===== config.mk =====
export PLATFORM = sky130hd
export DESIGN_NAME = axi_timer_top
export DESIGN_NICKNAME = d
export VERILOG_FILES = /design/src/timer_pkg.sv /design/src/axi4lite_slave_adapter.sv /design/src/timer_regs.sv /design/src/timer_core.sv /design/src/axi_timer_top.sv
export SDC_FILE = /design/constraint.sdc
export NUM_CORES = 1
export LEC_CHECK = 0
export ABC_AREA = 1
export BUFFER_PORTS_ARGS = -buffer_cell sky130_fd_sc_hd__buf_2
export CAP_MARGIN = 20
export CORE_AREA = 5 5 119 121
export CTS_CLUSTER_SIZE = 12
export DETAILED_ROUTE_END_ITERATION = 12
export DIE_AREA = 0 0 124 126
export PLACE_DENSITY = 0.76
export SLEW_MARGIN = 20
export SYNTH_ARGS = -nofsm -noshare
export SYNTH_HDL_FRONTEND = slang
export SYNTH_SLANG_ARGS = --single-unit
export TNS_END_PERCENT = 5

===== constraint.sdc =====
create_clock -name aclk -period 1.7 [get_ports aclk]
set_input_delay 0.34 -clock aclk [delete_from_list [all_inputs] [get_ports aclk]]
set_output_delay 0.34 -clock aclk [all_outputs]
set_load 0.02 [all_outputs]

===== src/timer_pkg.sv =====
/*
 * Timer shared definitions
 * Bus widths, register map, vector types and the structs between blocks
 */
`default_nettype none

package timer_pkg;

    // ------------------------------------------------------------------
    // Bus widths
    // ------------------------------------------------------------------
    localparam int AXI_ADDR_W = 32;
    localparam int AXI_DATA_W = 32;
    localparam int AXI_STRB_W = AXI_DATA_W / 8;

    typedef logic [AXI_ADDR_W-1:0] addr_t;
    typedef logic [AXI_DATA_W-1:0] data_t;
    typedef logic [AXI_STRB_W-1:0] strb_t;
    typedef logic [31:0]           count_t;
    typedef logic [1:0]            resp_t;

    localparam resp_t RESP_OKAY = 2'b00;

    // ------------------------------------------------------------------
    // Register map, byte offsets
    // ------------------------------------------------------------------
    localparam addr_t REG_CTRL   = 32'h0000_0000;
    localparam addr_t REG_LOAD   = 32'h0000_0004;
    localparam addr_t REG_COUNT  = 32'h0000_0008;
    localparam addr_t REG_STATUS = 32'h0000_000C;

    // Field order puts enable at bit 0 of CTRL
    typedef struct packed {
        logic irq_en;
        logic auto_reload;
        logic enable;
    } timer_ctrl_t;

    // Native register bus, single-cycle strobes
    typedef struct packed {
        addr_t addr;
        data_t wdata;
        strb_t be;
        logic  we;
        logic  re;
    } reg_bus_req_t;

endpackage

`default_nettype wire


===== src/axi4lite_slave_adapter.sv =====
/*
 * AXI4-Lite slave adapter
 * Turns AXI4-Lite write and read handshakes into single-cycle native
 * register strobes, one transaction per direction at a time
 */
`timescale 1ns/10ps
`default_nettype none

module axi4lite_slave_adapter import timer_pkg::*; (
    input  logic         aclk,
    input  logic         aresetn,

    // Write address channel
    input  addr_t        s_axi_awaddr,
    input  logic [2:0]   s_axi_awprot,
    input  logic         s_axi_awvalid,
    output logic         s_axi_awready,

    // Write data channel
    input  data_t        s_axi_wdata,
    input  strb_t        s_axi_wstrb,
    input  logic         s_axi_wvalid,
    output logic         s_axi_wready,

    // Write response channel
    output resp_t        s_axi_bresp,
    output logic         s_axi_bvalid,
    input  logic         s_axi_bready,

    // Read address channel
    input  addr_t        s_axi_araddr,
    input  logic [2:0]   s_axi_arprot,
    input  logic         s_axi_arvalid,
    output logic         s_axi_arready,

    // Read data channel
    output data_t        s_axi_rdata,
    output resp_t        s_axi_rresp,
    output logic         s_axi_rvalid,
    input  logic         s_axi_rready,

    // Native register bus
    output reg_bus_req_t reg_req,
    input  data_t        reg_rdata
);

    // Protection bits on awprot and arprot carry no meaning for this slave

    logic wr_accept_q;
    logic wr_busy_q;
    logic rd_accept_q;
    logic wr_go;
    logic rd_go;
    logic wr_strobe;
    logic rd_strobe;

    // ------------------------------------------------------------------
    // Accept decisions, write wins a tie so strobes never overlap
    // ------------------------------------------------------------------
    assign wr_go = !wr_accept_q && !wr_busy_q && s_axi_awvalid && s_axi_wvalid;
    assign rd_go = !rd_accept_q && !s_axi_rvalid && s_axi_arvalid && !wr_go;

    // Write path
    always_ff @(posedge aclk or negedge aresetn) begin
        if (!aresetn) begin
            wr_accept_q  <= 1'b0;
            wr_busy_q    <= 1'b0;
            s_axi_bvalid <= 1'b0;
        end else begin
            wr_accept_q <= wr_go;
            if (wr_go) begin
                wr_busy_q <= 1'b1;
            end else if (s_axi_bvalid && s_axi_bready) begin
                wr_busy_q <= 1'b0;
            end
            // Response follows the accept cycle and waits for bready
            if (wr_strobe) begin
                s_axi_bvalid <= 1'b1;
            end else if (s_axi_bready) begin
                s_axi_bvalid <= 1'b0;
            end
        end
    end

    // Read path
    always_ff @(posedge aclk or negedge aresetn) begin
        if (!aresetn) begin
            rd_accept_q  <= 1'b0;
            s_axi_rvalid <= 1'b0;
        end else begin
            rd_accept_q <= rd_go;
            if (rd_strobe) begin
                s_axi_rvalid <= 1'b1;
            end else if (s_axi_rready) begin
                s_axi_rvalid <= 1'b0;
            end
        end
    end

    assign s_axi_awready = wr_accept_q;
    assign s_axi_wready  = wr_accept_q;
    assign s_axi_arready = rd_accept_q;

    // Always OKAY
    assign s_axi_bresp = RESP_OKAY;
    assign s_axi_rresp = RESP_OKAY;

    // ------------------------------------------------------------------
    // Native bus
    // ------------------------------------------------------------------
    assign wr_strobe = wr_accept_q && s_axi_awvalid && s_axi_wvalid;
    assign rd_strobe = rd_accept_q && s_axi_arvalid;

    always_comb begin
        reg_req.we    = wr_strobe;
        reg_req.re    = rd_strobe;
        reg_req.addr  = wr_strobe ? s_axi_awaddr : s_axi_araddr;
        reg_req.wdata = s_axi_wdata;
        reg_req.be    = s_axi_wstrb;
    end

    // Register block holds the value latched on re
    assign s_axi_rdata = reg_rdata;

    a_no_we_re_overlap: assert property (@(posedge aclk) disable iff (!aresetn)
        !(reg_req.we && reg_req.re));

    a_bvalid_hold: assert property (@(posedge aclk) disable iff (!aresetn)
        s_axi_bvalid && !s_axi_bready |=> s_axi_bvalid);

endmodule

`default_nettype wire


===== src/timer_regs.sv =====
/*
 * Timer register block
 * Decodes the native bus into CTRL, LOAD, COUNT and STATUS, steers the
 * timer core and raises the interrupt
 */
`timescale 1ns/10ps
`default_nettype none

module timer_regs import timer_pkg::*; (
    input  logic         aclk,
    input  logic         aresetn,
    input  reg_bus_req_t reg_req,
    output data_t        reg_rdata,
    input  count_t       count,
    input  logic         expire,
    output timer_ctrl_t  ctrl,
    output count_t       load_value,
    output logic         load_strobe,
    output logic         irq
);

    timer_ctrl_t ctrl_q;
    count_t      load_q;
    logic        load_strobe_q;
    logic        expired_q;
    data_t       rdata_q;
    addr_t       word_addr;
    data_t       ctrl_wr;
    data_t       load_wr;
    logic        wr_ctrl;
    logic        wr_load;
    logic        wr_status;

    // Byte-wise merge of a write into the old register value
    function automatic data_t merge_bytes(input data_t old_val, input data_t new_val,
                                          input strb_t be);
        data_t result;
        result = old_val;
        for (int i = 0; i < AXI_STRB_W; i++) begin
            if (be[i]) begin
                result[i*8 +: 8] = new_val[i*8 +: 8];
            end
        end
        return result;
    endfunction

    // ------------------------------------------------------------------
    // Decode
    // ------------------------------------------------------------------
    assign word_addr = {reg_req.addr[AXI_ADDR_W-1:2], 2'b00};
    assign wr_ctrl   = reg_req.we && (word_addr == REG_CTRL);
    assign wr_load   = reg_req.we && (word_addr == REG_LOAD);
    assign wr_status = reg_req.we && (word_addr == REG_STATUS);

    assign ctrl_wr = merge_bytes(data_t'(ctrl_q), reg_req.wdata, reg_req.be);
    assign load_wr = merge_bytes(load_q, reg_req.wdata, reg_req.be);

    always_ff @(posedge aclk or negedge aresetn) begin
        if (!aresetn) begin
            ctrl_q        <= '0;
            load_q        <= '0;
            load_strobe_q <= 1'b0;
            expired_q     <= 1'b0;
        end else begin
            if (wr_ctrl) begin
                ctrl_q <= ctrl_wr[$bits(timer_ctrl_t)-1:0];
            end
            // One-shot mode stops the timer on expiry
            if (expire && !ctrl_q.auto_reload) begin
                ctrl_q.enable <= 1'b0;
            end
            if (wr_load) begin
                load_q <= load_wr;
            end
            // Core picks up the new LOAD one cycle after the write
            load_strobe_q <= wr_load;
            // Set beats write-1-to-clear
            if (expire) begin
                expired_q <= 1'b1;
            end else if (wr_status && reg_req.be[0] && reg_req.wdata[0]) begin
                expired_q <= 1'b0;
            end
        end
    end

    // Read data captured on the re strobe
    always_ff @(posedge aclk or negedge aresetn) begin
        if (!aresetn) begin
            rdata_q <= '0;
        end else if (reg_req.re) begin
            case (word_addr)
                REG_CTRL:   rdata_q <= data_t'(ctrl_q);
                REG_LOAD:   rdata_q <= load_q;
                REG_COUNT:  rdata_q <= count;
                REG_STATUS: rdata_q <= data_t'(expired_q);
                default:    rdata_q <= '0;
            endcase
        end
    end

    assign reg_rdata   = rdata_q;
    assign ctrl        = ctrl_q;
    assign load_value  = load_q;
    assign load_strobe = load_strobe_q;
    assign irq         = expired_q && ctrl_q.irq_en;

    // irq only rises after a core expiry or a CTRL write, and needs expired
    a_irq_source: assert property (@(posedge aclk) disable iff (!aresetn)
        $rose(irq) |-> expired_q && ($past(expire) || $past(reg_req.we)));

endmodule

`default_nettype wire


===== src/timer_core.sv =====
/*
 * Timer core
 * Countdown counter with load, enable and auto-reload, pulses expire
 * for one cycle when an enabled count reaches zero
 */
`timescale 1ns/10ps
`default_nettype none

module timer_core import timer_pkg::*; (
    input  logic        aclk,
    input  logic        aresetn,
    input  timer_ctrl_t ctrl,
    input  count_t      load_value,
    input  logic        load_strobe,
    output count_t      count,
    output logic        expire
);

    count_t count_q;

    // ------------------------------------------------------------------
    // Counter
    // ------------------------------------------------------------------
    always_ff @(posedge aclk or negedge aresetn) begin
        if (!aresetn) begin
            count_q <= '0;
        end else if (load_strobe) begin
            count_q <= load_value;
        end else if (ctrl.enable) begin
            if (count_q != '0) begin
                count_q <= count_q - 1'b1;
            end else if (ctrl.auto_reload) begin
                // Zero cycle counts, so period is load_value + 1
                count_q <= load_value;
            end
        end
    end

    assign expire = ctrl.enable && (count_q == '0);
    assign count  = count_q;

    // Relies on the register block dropping enable in one-shot mode
    a_expire_pulse: assert property (@(posedge aclk) disable iff (!aresetn)
        expire && !(ctrl.auto_reload && load_value == '0) |=> !expire);

endmodule

`default_nettype wire


===== src/axi_timer_top.sv =====
/*
 * AXI4-Lite countdown timer
 * Bus adapter, register block and countdown core with interrupt output
 */
`timescale 1ns/10ps
`default_nettype none

module axi_timer_top import timer_pkg::*; (
    input  logic       aclk,
    input  logic       aresetn,
    input  addr_t      s_axi_awaddr,
    input  logic [2:0] s_axi_awprot,
    input  logic       s_axi_awvalid,
    output logic       s_axi_awready,
    input  data_t      s_axi_wdata,
    input  strb_t      s_axi_wstrb,
    input  logic       s_axi_wvalid,
    output logic       s_axi_wready,
    output resp_t      s_axi_bresp,
    output logic       s_axi_bvalid,
    input  logic       s_axi_bready,
    input  addr_t      s_axi_araddr,
    input  logic [2:0] s_axi_arprot,
    input  logic       s_axi_arvalid,
    output logic       s_axi_arready,
    output data_t      s_axi_rdata,
    output resp_t      s_axi_rresp,
    output logic       s_axi_rvalid,
    input  logic       s_axi_rready,
    output logic       irq
);

    reg_bus_req_t reg_req;
    data_t        reg_rdata;
    timer_ctrl_t  ctrl;
    count_t       load_value;
    logic         load_strobe;
    count_t       count;
    logic         expire;

    axi4lite_slave_adapter u_adapter (
        .aclk          (aclk),
        .aresetn       (aresetn),
        .s_axi_awaddr  (s_axi_awaddr),
        .s_axi_awprot  (s_axi_awprot),
        .s_axi_awvalid (s_axi_awvalid),
        .s_axi_awready (s_axi_awready),
        .s_axi_wdata   (s_axi_wdata),
        .s_axi_wstrb   (s_axi_wstrb),
        .s_axi_wvalid  (s_axi_wvalid),
        .s_axi_wready  (s_axi_wready),
        .s_axi_bresp   (s_axi_bresp),
        .s_axi_bvalid  (s_axi_bvalid),
        .s_axi_bready  (s_axi_bready),
        .s_axi_araddr  (s_axi_araddr),
        .s_axi_arprot  (s_axi_arprot),
        .s_axi_arvalid (s_axi_arvalid),
        .s_axi_arready (s_axi_arready),
        .s_axi_rdata   (s_axi_rdata),
        .s_axi_rresp   (s_axi_rresp),
        .s_axi_rvalid  (s_axi_rvalid),
        .s_axi_rready  (s_axi_rready),
        .reg_req       (reg_req),
        .reg_rdata     (reg_rdata)
    );

    timer_regs u_regs (
        .aclk        (aclk),
        .aresetn     (aresetn),
        .reg_req     (reg_req),
        .reg_rdata   (reg_rdata),
        .count       (count),
        .expire      (expire),
        .ctrl        (ctrl),
        .load_value  (load_value),
        .load_strobe (load_strobe),
        .irq         (irq)
    );

    timer_core u_core (
        .aclk        (aclk),
        .aresetn     (aresetn),
        .ctrl        (ctrl),
        .load_value  (load_value),
        .load_strobe (load_strobe),
        .count       (count),
        .expire      (expire)
    );

endmodule

`default_nettype wire


# After elaboration in Yosys (flattened, before gate mapping)

Cells that the tools add are included.

Register bits: 106
Bits of input ports: 113
Output and inout bits: 42
Word-level logic and storage cells: 79

Add/subtract/negate cells: 1
Equal/unequal tests: 3
Muxes and demuxes: 17
Reductions and logical operators: 42

Operators with widths:

| cell                  | number |
|---|---|
| $mux 32               | 5 |
| $pmux 32 s4           | 1 |
| $logic_not 32->1      | 2 |
| $eq 30x2->1 const B   | 2 |
| $reduce_bool 32->1    | 1 |
| $sub 32x1->32 const B | 1 |
| $eq 30x1->1 const B   | 1 |
| $logic_and 1x1->1     | 18 |
| $reduce_and 2->1      | 7 |
| $reduce_bool 2->1     | 7 |
| $mux 1                | 11 |
| $logic_not 1->1       | 6 |
| $reduce_bool 3->1     | 1 |

# Depth between registers and ports, before layout

Depth in word-level cells: 9
Depth in mapped cells: 14
Gate-level depth less buffers: 13

# By module

Synthesis repeated with hierarchy kept, for this count alone.

Cells, all modules: 1118
Area total of the unflattened synthesis: 7407.1 um^2

Modules (own cells, without submodules):

| module                 | instances | cells each | area each (um^2) | seq. area each (um^2) |
|---|---|---|---|---|
| timer_regs             | 1         | 462        | 3434.5           | 1726.7 |
| timer_core             | 1         | 445        | 2657.5           | 800.8 |
| axi4lite_slave_adapter | 1         | 211        | 1315.0           | 125.1 |

# Worst setup path after synthesis

No wires, ideal clock.

Path kind: register -> register
Start point: register u_adapter.wr_accept_q (netlist: u_adapter.s_axi_awready)
End point: register u_regs.load_q[1] (netlist: u_regs.load_value[1])
Library setup time: 0.117 ns
Arrival: 1.764 ns
Required time: 1.583 ns
Slack: -0.181 ns
Stages on the path, launching flop included: 13
Path buffers: 2
Clock period less this slack: 1.881 ns
Cells stage by stage: dfrtp_1 -> nand3_1 -> buf_4 -> nand2_1 -> nand2_1 -> nand2_1 -> a21oi_4 -> nand2_4 -> inv_4 -> nand2_4 -> buf_6 -> o21ai_1 -> inv_1

Longest elaborated chain between the ends: 6

Ends and longest elaborated chain:

| what                                | line                          | text |
|---|---|---|
| start: declaration                  | axi4lite_slave_adapter.sv:49  | `logic wr_accept_q;` |
| start signal: assignment            | axi4lite_slave_adapter.sv:70  | `wr_accept_q <= wr_go;` |
| $logic_and 1x1->1 * (2 in series)   | axi4lite_slave_adapter.sv:111 | `assign wr_strobe = wr_accept_q && s_axi_awvalid && s_axi_wvalid;` |
| $mux 32                             | axi4lite_slave_adapter.sv:117 | `reg_req.addr = wr_strobe ? s_axi_awaddr : s_axi_araddr;` |
| $eq 30x1->1                         | timer_regs.sv:52              | `assign wr_load = reg_req.we && (word_addr == REG_LOAD);` |
| $logic_and 1x1->1 *                 | timer_regs.sv:52              |  |
| $reduce_and 2->1 (no source line) * | --                            |  |
| end signal: assignment              | timer_regs.sv:73              | `load_q <= load_wr;` |
| end: declaration                    | timer_regs.sv:23              | `count_t load_q;` |

Mark *: on every way between the ends. The rest lies on a longest branch, timed or not.
A chain may end at the register's enable or synchronous reset.

# Final worst setup path

Start point: register u_core.count_q[10] (netlist: u_core.count[10])
End point: register u_core.count_q[29] (netlist: u_core.count[29])

Longest elaborated chain between the ends: 4
Elaborated cells between the ends (all ways): 7
Classes of those cells: add/sub (1); mux (3); reduce/logical (3)

Ends and longest elaborated chain:

| what                                                       | line                               | text |
|---|---|---|
| start: declaration                                         | timer_core.sv:19                   | `count_t count_q;` |
| start signal: assignment                                   | timer_core.sv:28                   | `count_q <= load_value;` |
| start signal: assignment                                   | timer_core.sv:31                   | `count_q <= count_q - 1'b1;` |
| start signal: assignment                                   | timer_core.sv:34                   | `count_q <= load_value;` |
| $sub 32x1->32 / $reduce_bool 32->1 (equally long branches) | timer_core.sv:31, timer_core.sv:30 |  |
| $mux 32                                                    | timer_core.sv:30                   | `if (count_q != '0) begin` |
| $mux 32                                                    | timer_core.sv:29                   | `end else if (ctrl.enable) begin` |
| $mux 32                                                    | timer_core.sv:27                   | `end else if (load_strobe) begin` |

Several ways; a longest one is shown, not always the timed one. The select of a mux whose other input is x is not followed.

==> summary.md <==
| Metric | Value |
|---|---|
| Capturing point of the worst reg2reg path | u_core.count[29] |
| Synthesis-to-finish area growth | 37.1% |
| Multi-input logic area | 3230 µm² |
| CTS Sinks | 106 |
| Antenna violations before repair | 0 |
| R2r startpoint | u_core.count[10] |
| Max clock buf depth | 2 |
| Die X | roughly 120 µm |
| Largest stage delay on the critical path | 410 ps |
| DRT Pass-1 Iters | 6 |
| Violated checks | negative setup slack |
| Die height | approximately 130 µm |
| Post-Place Cells | 1,288 |
| FMAX | 557 MHz |
| Crit path required time | 1940 ps |
| HPWL Detailed | 13,000 µm |
| Worst VDD drop | 450 µV |
| CTS tree | yes |
| Status | complete, but fails checks |
| Drt total wl | 18,000 µm |
| CTS Root Cell | clkbuf_16 |
| CP max FO | 5 |
| Cell taking the most area after synthesis | dfrtp_1 |
| Setup TNS Final | -2320 ps |
| DR vias/cell | 4.97 |
| CP endpoint kind | flip-flop |
| Power per cell area | 602 nW/µm² |
| Reg2Reg Setup Slack | -100 ps |
| CP Cell Sequence | buf_4 -> nor2_1 -> nand2_1 -> nor2_1 -> nand2_1 -> nor2_1 -> nand2_1 -> nand2_1 -> nand3_1 -> nand3_1 -> o21ai_0 |
| Largest cells by area after synthesis | dfrtp_1, nand2_1, nor2_1 |
| Tmin final | between 1500 and 2000 ps |
| Critical path type | reg -> reg |
| Global-route wire length before repair | 29,400 µm |
| DR vias | 6,492 |
| Ports | 155 |
| Slew Limit Fails | 0 |
| Synthesized area | slightly above 6000 µm² |
| Core ar. | 13,000 µm² |
| Clock insertion delay at the later pin of the skew report | 360 ps |
| Iteration-0 DRC count of the detailed router | 495 |
| DRC | 0 |
| Hold path depth | 2 |
| Tot GR Track Use | 23.3% |
| Final WS setup | -96.4 ps |
| Number of library cell types mapped by synthesis | 33 |
| Antenna viol nets, final | 0 |
| Starting Density | 47.4% |
| Synthesized flop and latch total | 106 |
| Final hold violations | 0 |
| Slowest-stage cell, CP | dfrtp_1 |
| Min-delay src | s_axi_bready |
| WP data arrival | 2040 ps |
| Htree depth | 3 |
| Mapped Avg Cell Area | ~7 µm² |
| Clock skew | about 8.7 ps |
| Wire length per cell | 13.7 µm |
| Gpl congestion | 0.891 |
| Filler Cells Inserted | 1,129 |
| Number of global-route vias before repair | between 6,000 and 7,000 |
| Total CTS buffers | 9 |
| Total chip power | a little over 5 mW |
| Leak | 4.85 nW |
| Crit path buffers/inverters | 1 |
| Seq/Total Area, Yosys | 43.2% |
| Ys Warns | 0 |
| Cell family with most CP delay | simple AND/OR/NAND/NOR gates |
| Layout cells sized above 1 | 30.3% |
| Worst-path clk slew | 70 ps |
| Register area | 2650 µm² |
| Die area | 15,600 µm² |
| Worst Hold Path EP | u_adapter.s_axi_bvalid |
| Most frequent CP cell | nand2_1 |
| Final period util | 106% |
| RSZ-0062 raised after global routing | yes |
| Startpoint types | flip-flop |
| Max-cap violations | 0 |
| Cells after Synth | 895 |
| Largest net degree at the start of global routing | 34 |
| Row cnt | 42 |
| Post-synth top area share | between 40% and 50% |
| Final core occ | 64.9% |
| Gr ovfl total | 0 |
| Crit path launch | u_core.count[10] |
| Final non-filler cell total | 1,307 |
| R2R depth | 11 |
| Port bufs | 140 |
| Fin nets | between 1,000 and 1,500 |
| Finish-stage setup viols | slightly above 60 |
| Diodes inserted | 0 |
| Hold Path Class | in -> reg |
-- metrics by stage --
| stage | setup slack (ps) | area [µm²] | hold WS (ps) |
|---|---|---|---|
| 6_report | -96.4 | 8430 | 170 |
| 5_1_grt | -255 | 8430 | 174 |
| 4_1_cts | -64.0 | 8280 | 165 |
| 3_5_place_dp | -510 | 7790 | 300 |
| 3_3_place_gp | -447 | 7790 | 298 |
| 2_1_floorplan | -54.7 | 6180 | 44.4 |
-- state kept, by name, summed over array words and instances, names as in the netlist --
register,count
u_core.count,32
u_regs.load_value,32
u_regs.reg_rdata,32
u_regs.ctrl,3
u_adapter.s_axi_arready,1
u_adapter.s_axi_awready,1
u_adapter.s_axi_bvalid,1
u_adapter.s_axi_rvalid,1
u_adapter.wr_busy_q,1
u_regs.expired_q,1
u_regs.load_strobe,1
-- worst max-delay path by stage --
stage                           endpoint  slack (ps)  depth (start not counted)
floorplan           u_regs.load_value[1]         -50                         12
global placement        u_core.count[30]        -450                         10
detailed placement      u_core.count[30]        -510                         10
CTS                     u_core.count[29]         -60                         11
global route            u_core.count[27]        -260                         10
finish                  u_core.count[29]        -100                         11
-- metal layers --
| metal | vias up | track usage [%] | share of wire [%] |
|---|---|---|---|
| li1 | 3261 | - | - |
| met1 | 2959 | 33.4 | 44 |
| met2 | 234 | 36.7 | 46 |
| met3 | 38 | 3.59 | 7.0 |
| met4 | 0 | 6.51 | 2.6 |
| met5 | - | 0 | 0 |
-- cells in the final DEF, fill, tap and decap left out, drive strengths merged --
cell and n:
bufinv 1, and2 2, o211ai 11, o31ai 1, or2 1, nor4b 1, nor2 137, a21oi 8
clkinvlp 1, dfrtp 106, conb 4, dlygate4sd3 1, buf 250, ha 2, clkbuf 13, o21ai 66
a21o 1, inv 98, nand3 76, nand2 317, nand4 9, xor2 19, nor3 6
-- logic make-up after synthesis --
logic type / after synthesis / synth area share [%]
AND/OR/NAND/NOR: 547 / 36.7
buffers and inverters: 133 / 9.14
flip-flops: 106 / 43.2
AO/OA/AOI/OAI: 87 / 7.86
XOR/XNOR: 19 / 2.71
adder cells (fa/ha/maj): 2 / 0.407
other: 1 / 0.0610
-- where the power goes --
part | internal, mW | total, mW | switching (mW)
registers | 2.55 | 2.56 | 0.0176
logic | 0.160 | 0.380 | 0.220
clock network | 1.21 | 2.13 | 0.920
total | 3.91 | 5.07 | 1.16
-- what timing repair did --
item,in CTS,in global routing
hold buffers,1,0
pin swaps,22,8
resized for setup,48,51
setup endpoints to repair,88,100
buffers inserted,1,0
endpoints found under the hold margin,24,0
cloned,2,1
-- Yosys cell counts --
cell,count
a21o_1,1
a21oi_1,6
a21oi_2,1
a21oi_4,1
and2_1,2
buf_2,12
buf_4,6
buf_6,3
clkbuf_1,14
conb_1,1
dfrtp_1,106
ha_1,2
inv_1,96
inv_2,1
inv_4,1
nand2_1,311
nand2_2,4
nand2_4,2
nand3_1,76
nand4_1,7
nand4_2,2
nor2_1,132
nor2_2,2
nor2_8,1
nor3_1,5
nor3_2,1
nor4b_1,1
o211ai_1,11
o21ai_0,54
o21ai_1,12
o31ai_1,1
or2_2,1
xor2_1,19
-- final cells by class --
| cell class | count | share of cell area (%) |
|---|---|---|
| Clock buffer | 12 | 3.04 |
| Clock inverter | 2 | 0.445 |
| Inverter | 98 | 4.39 |
| Multi-Input combinational cell | 661 | 38.4 |
| Sequential cell | 106 | 31.5 |
| Tap cell | 176 | 2.61 |
| Timing Repair Buffer | 252 | 19.7 |
Power figures use the tool's default switching activity.
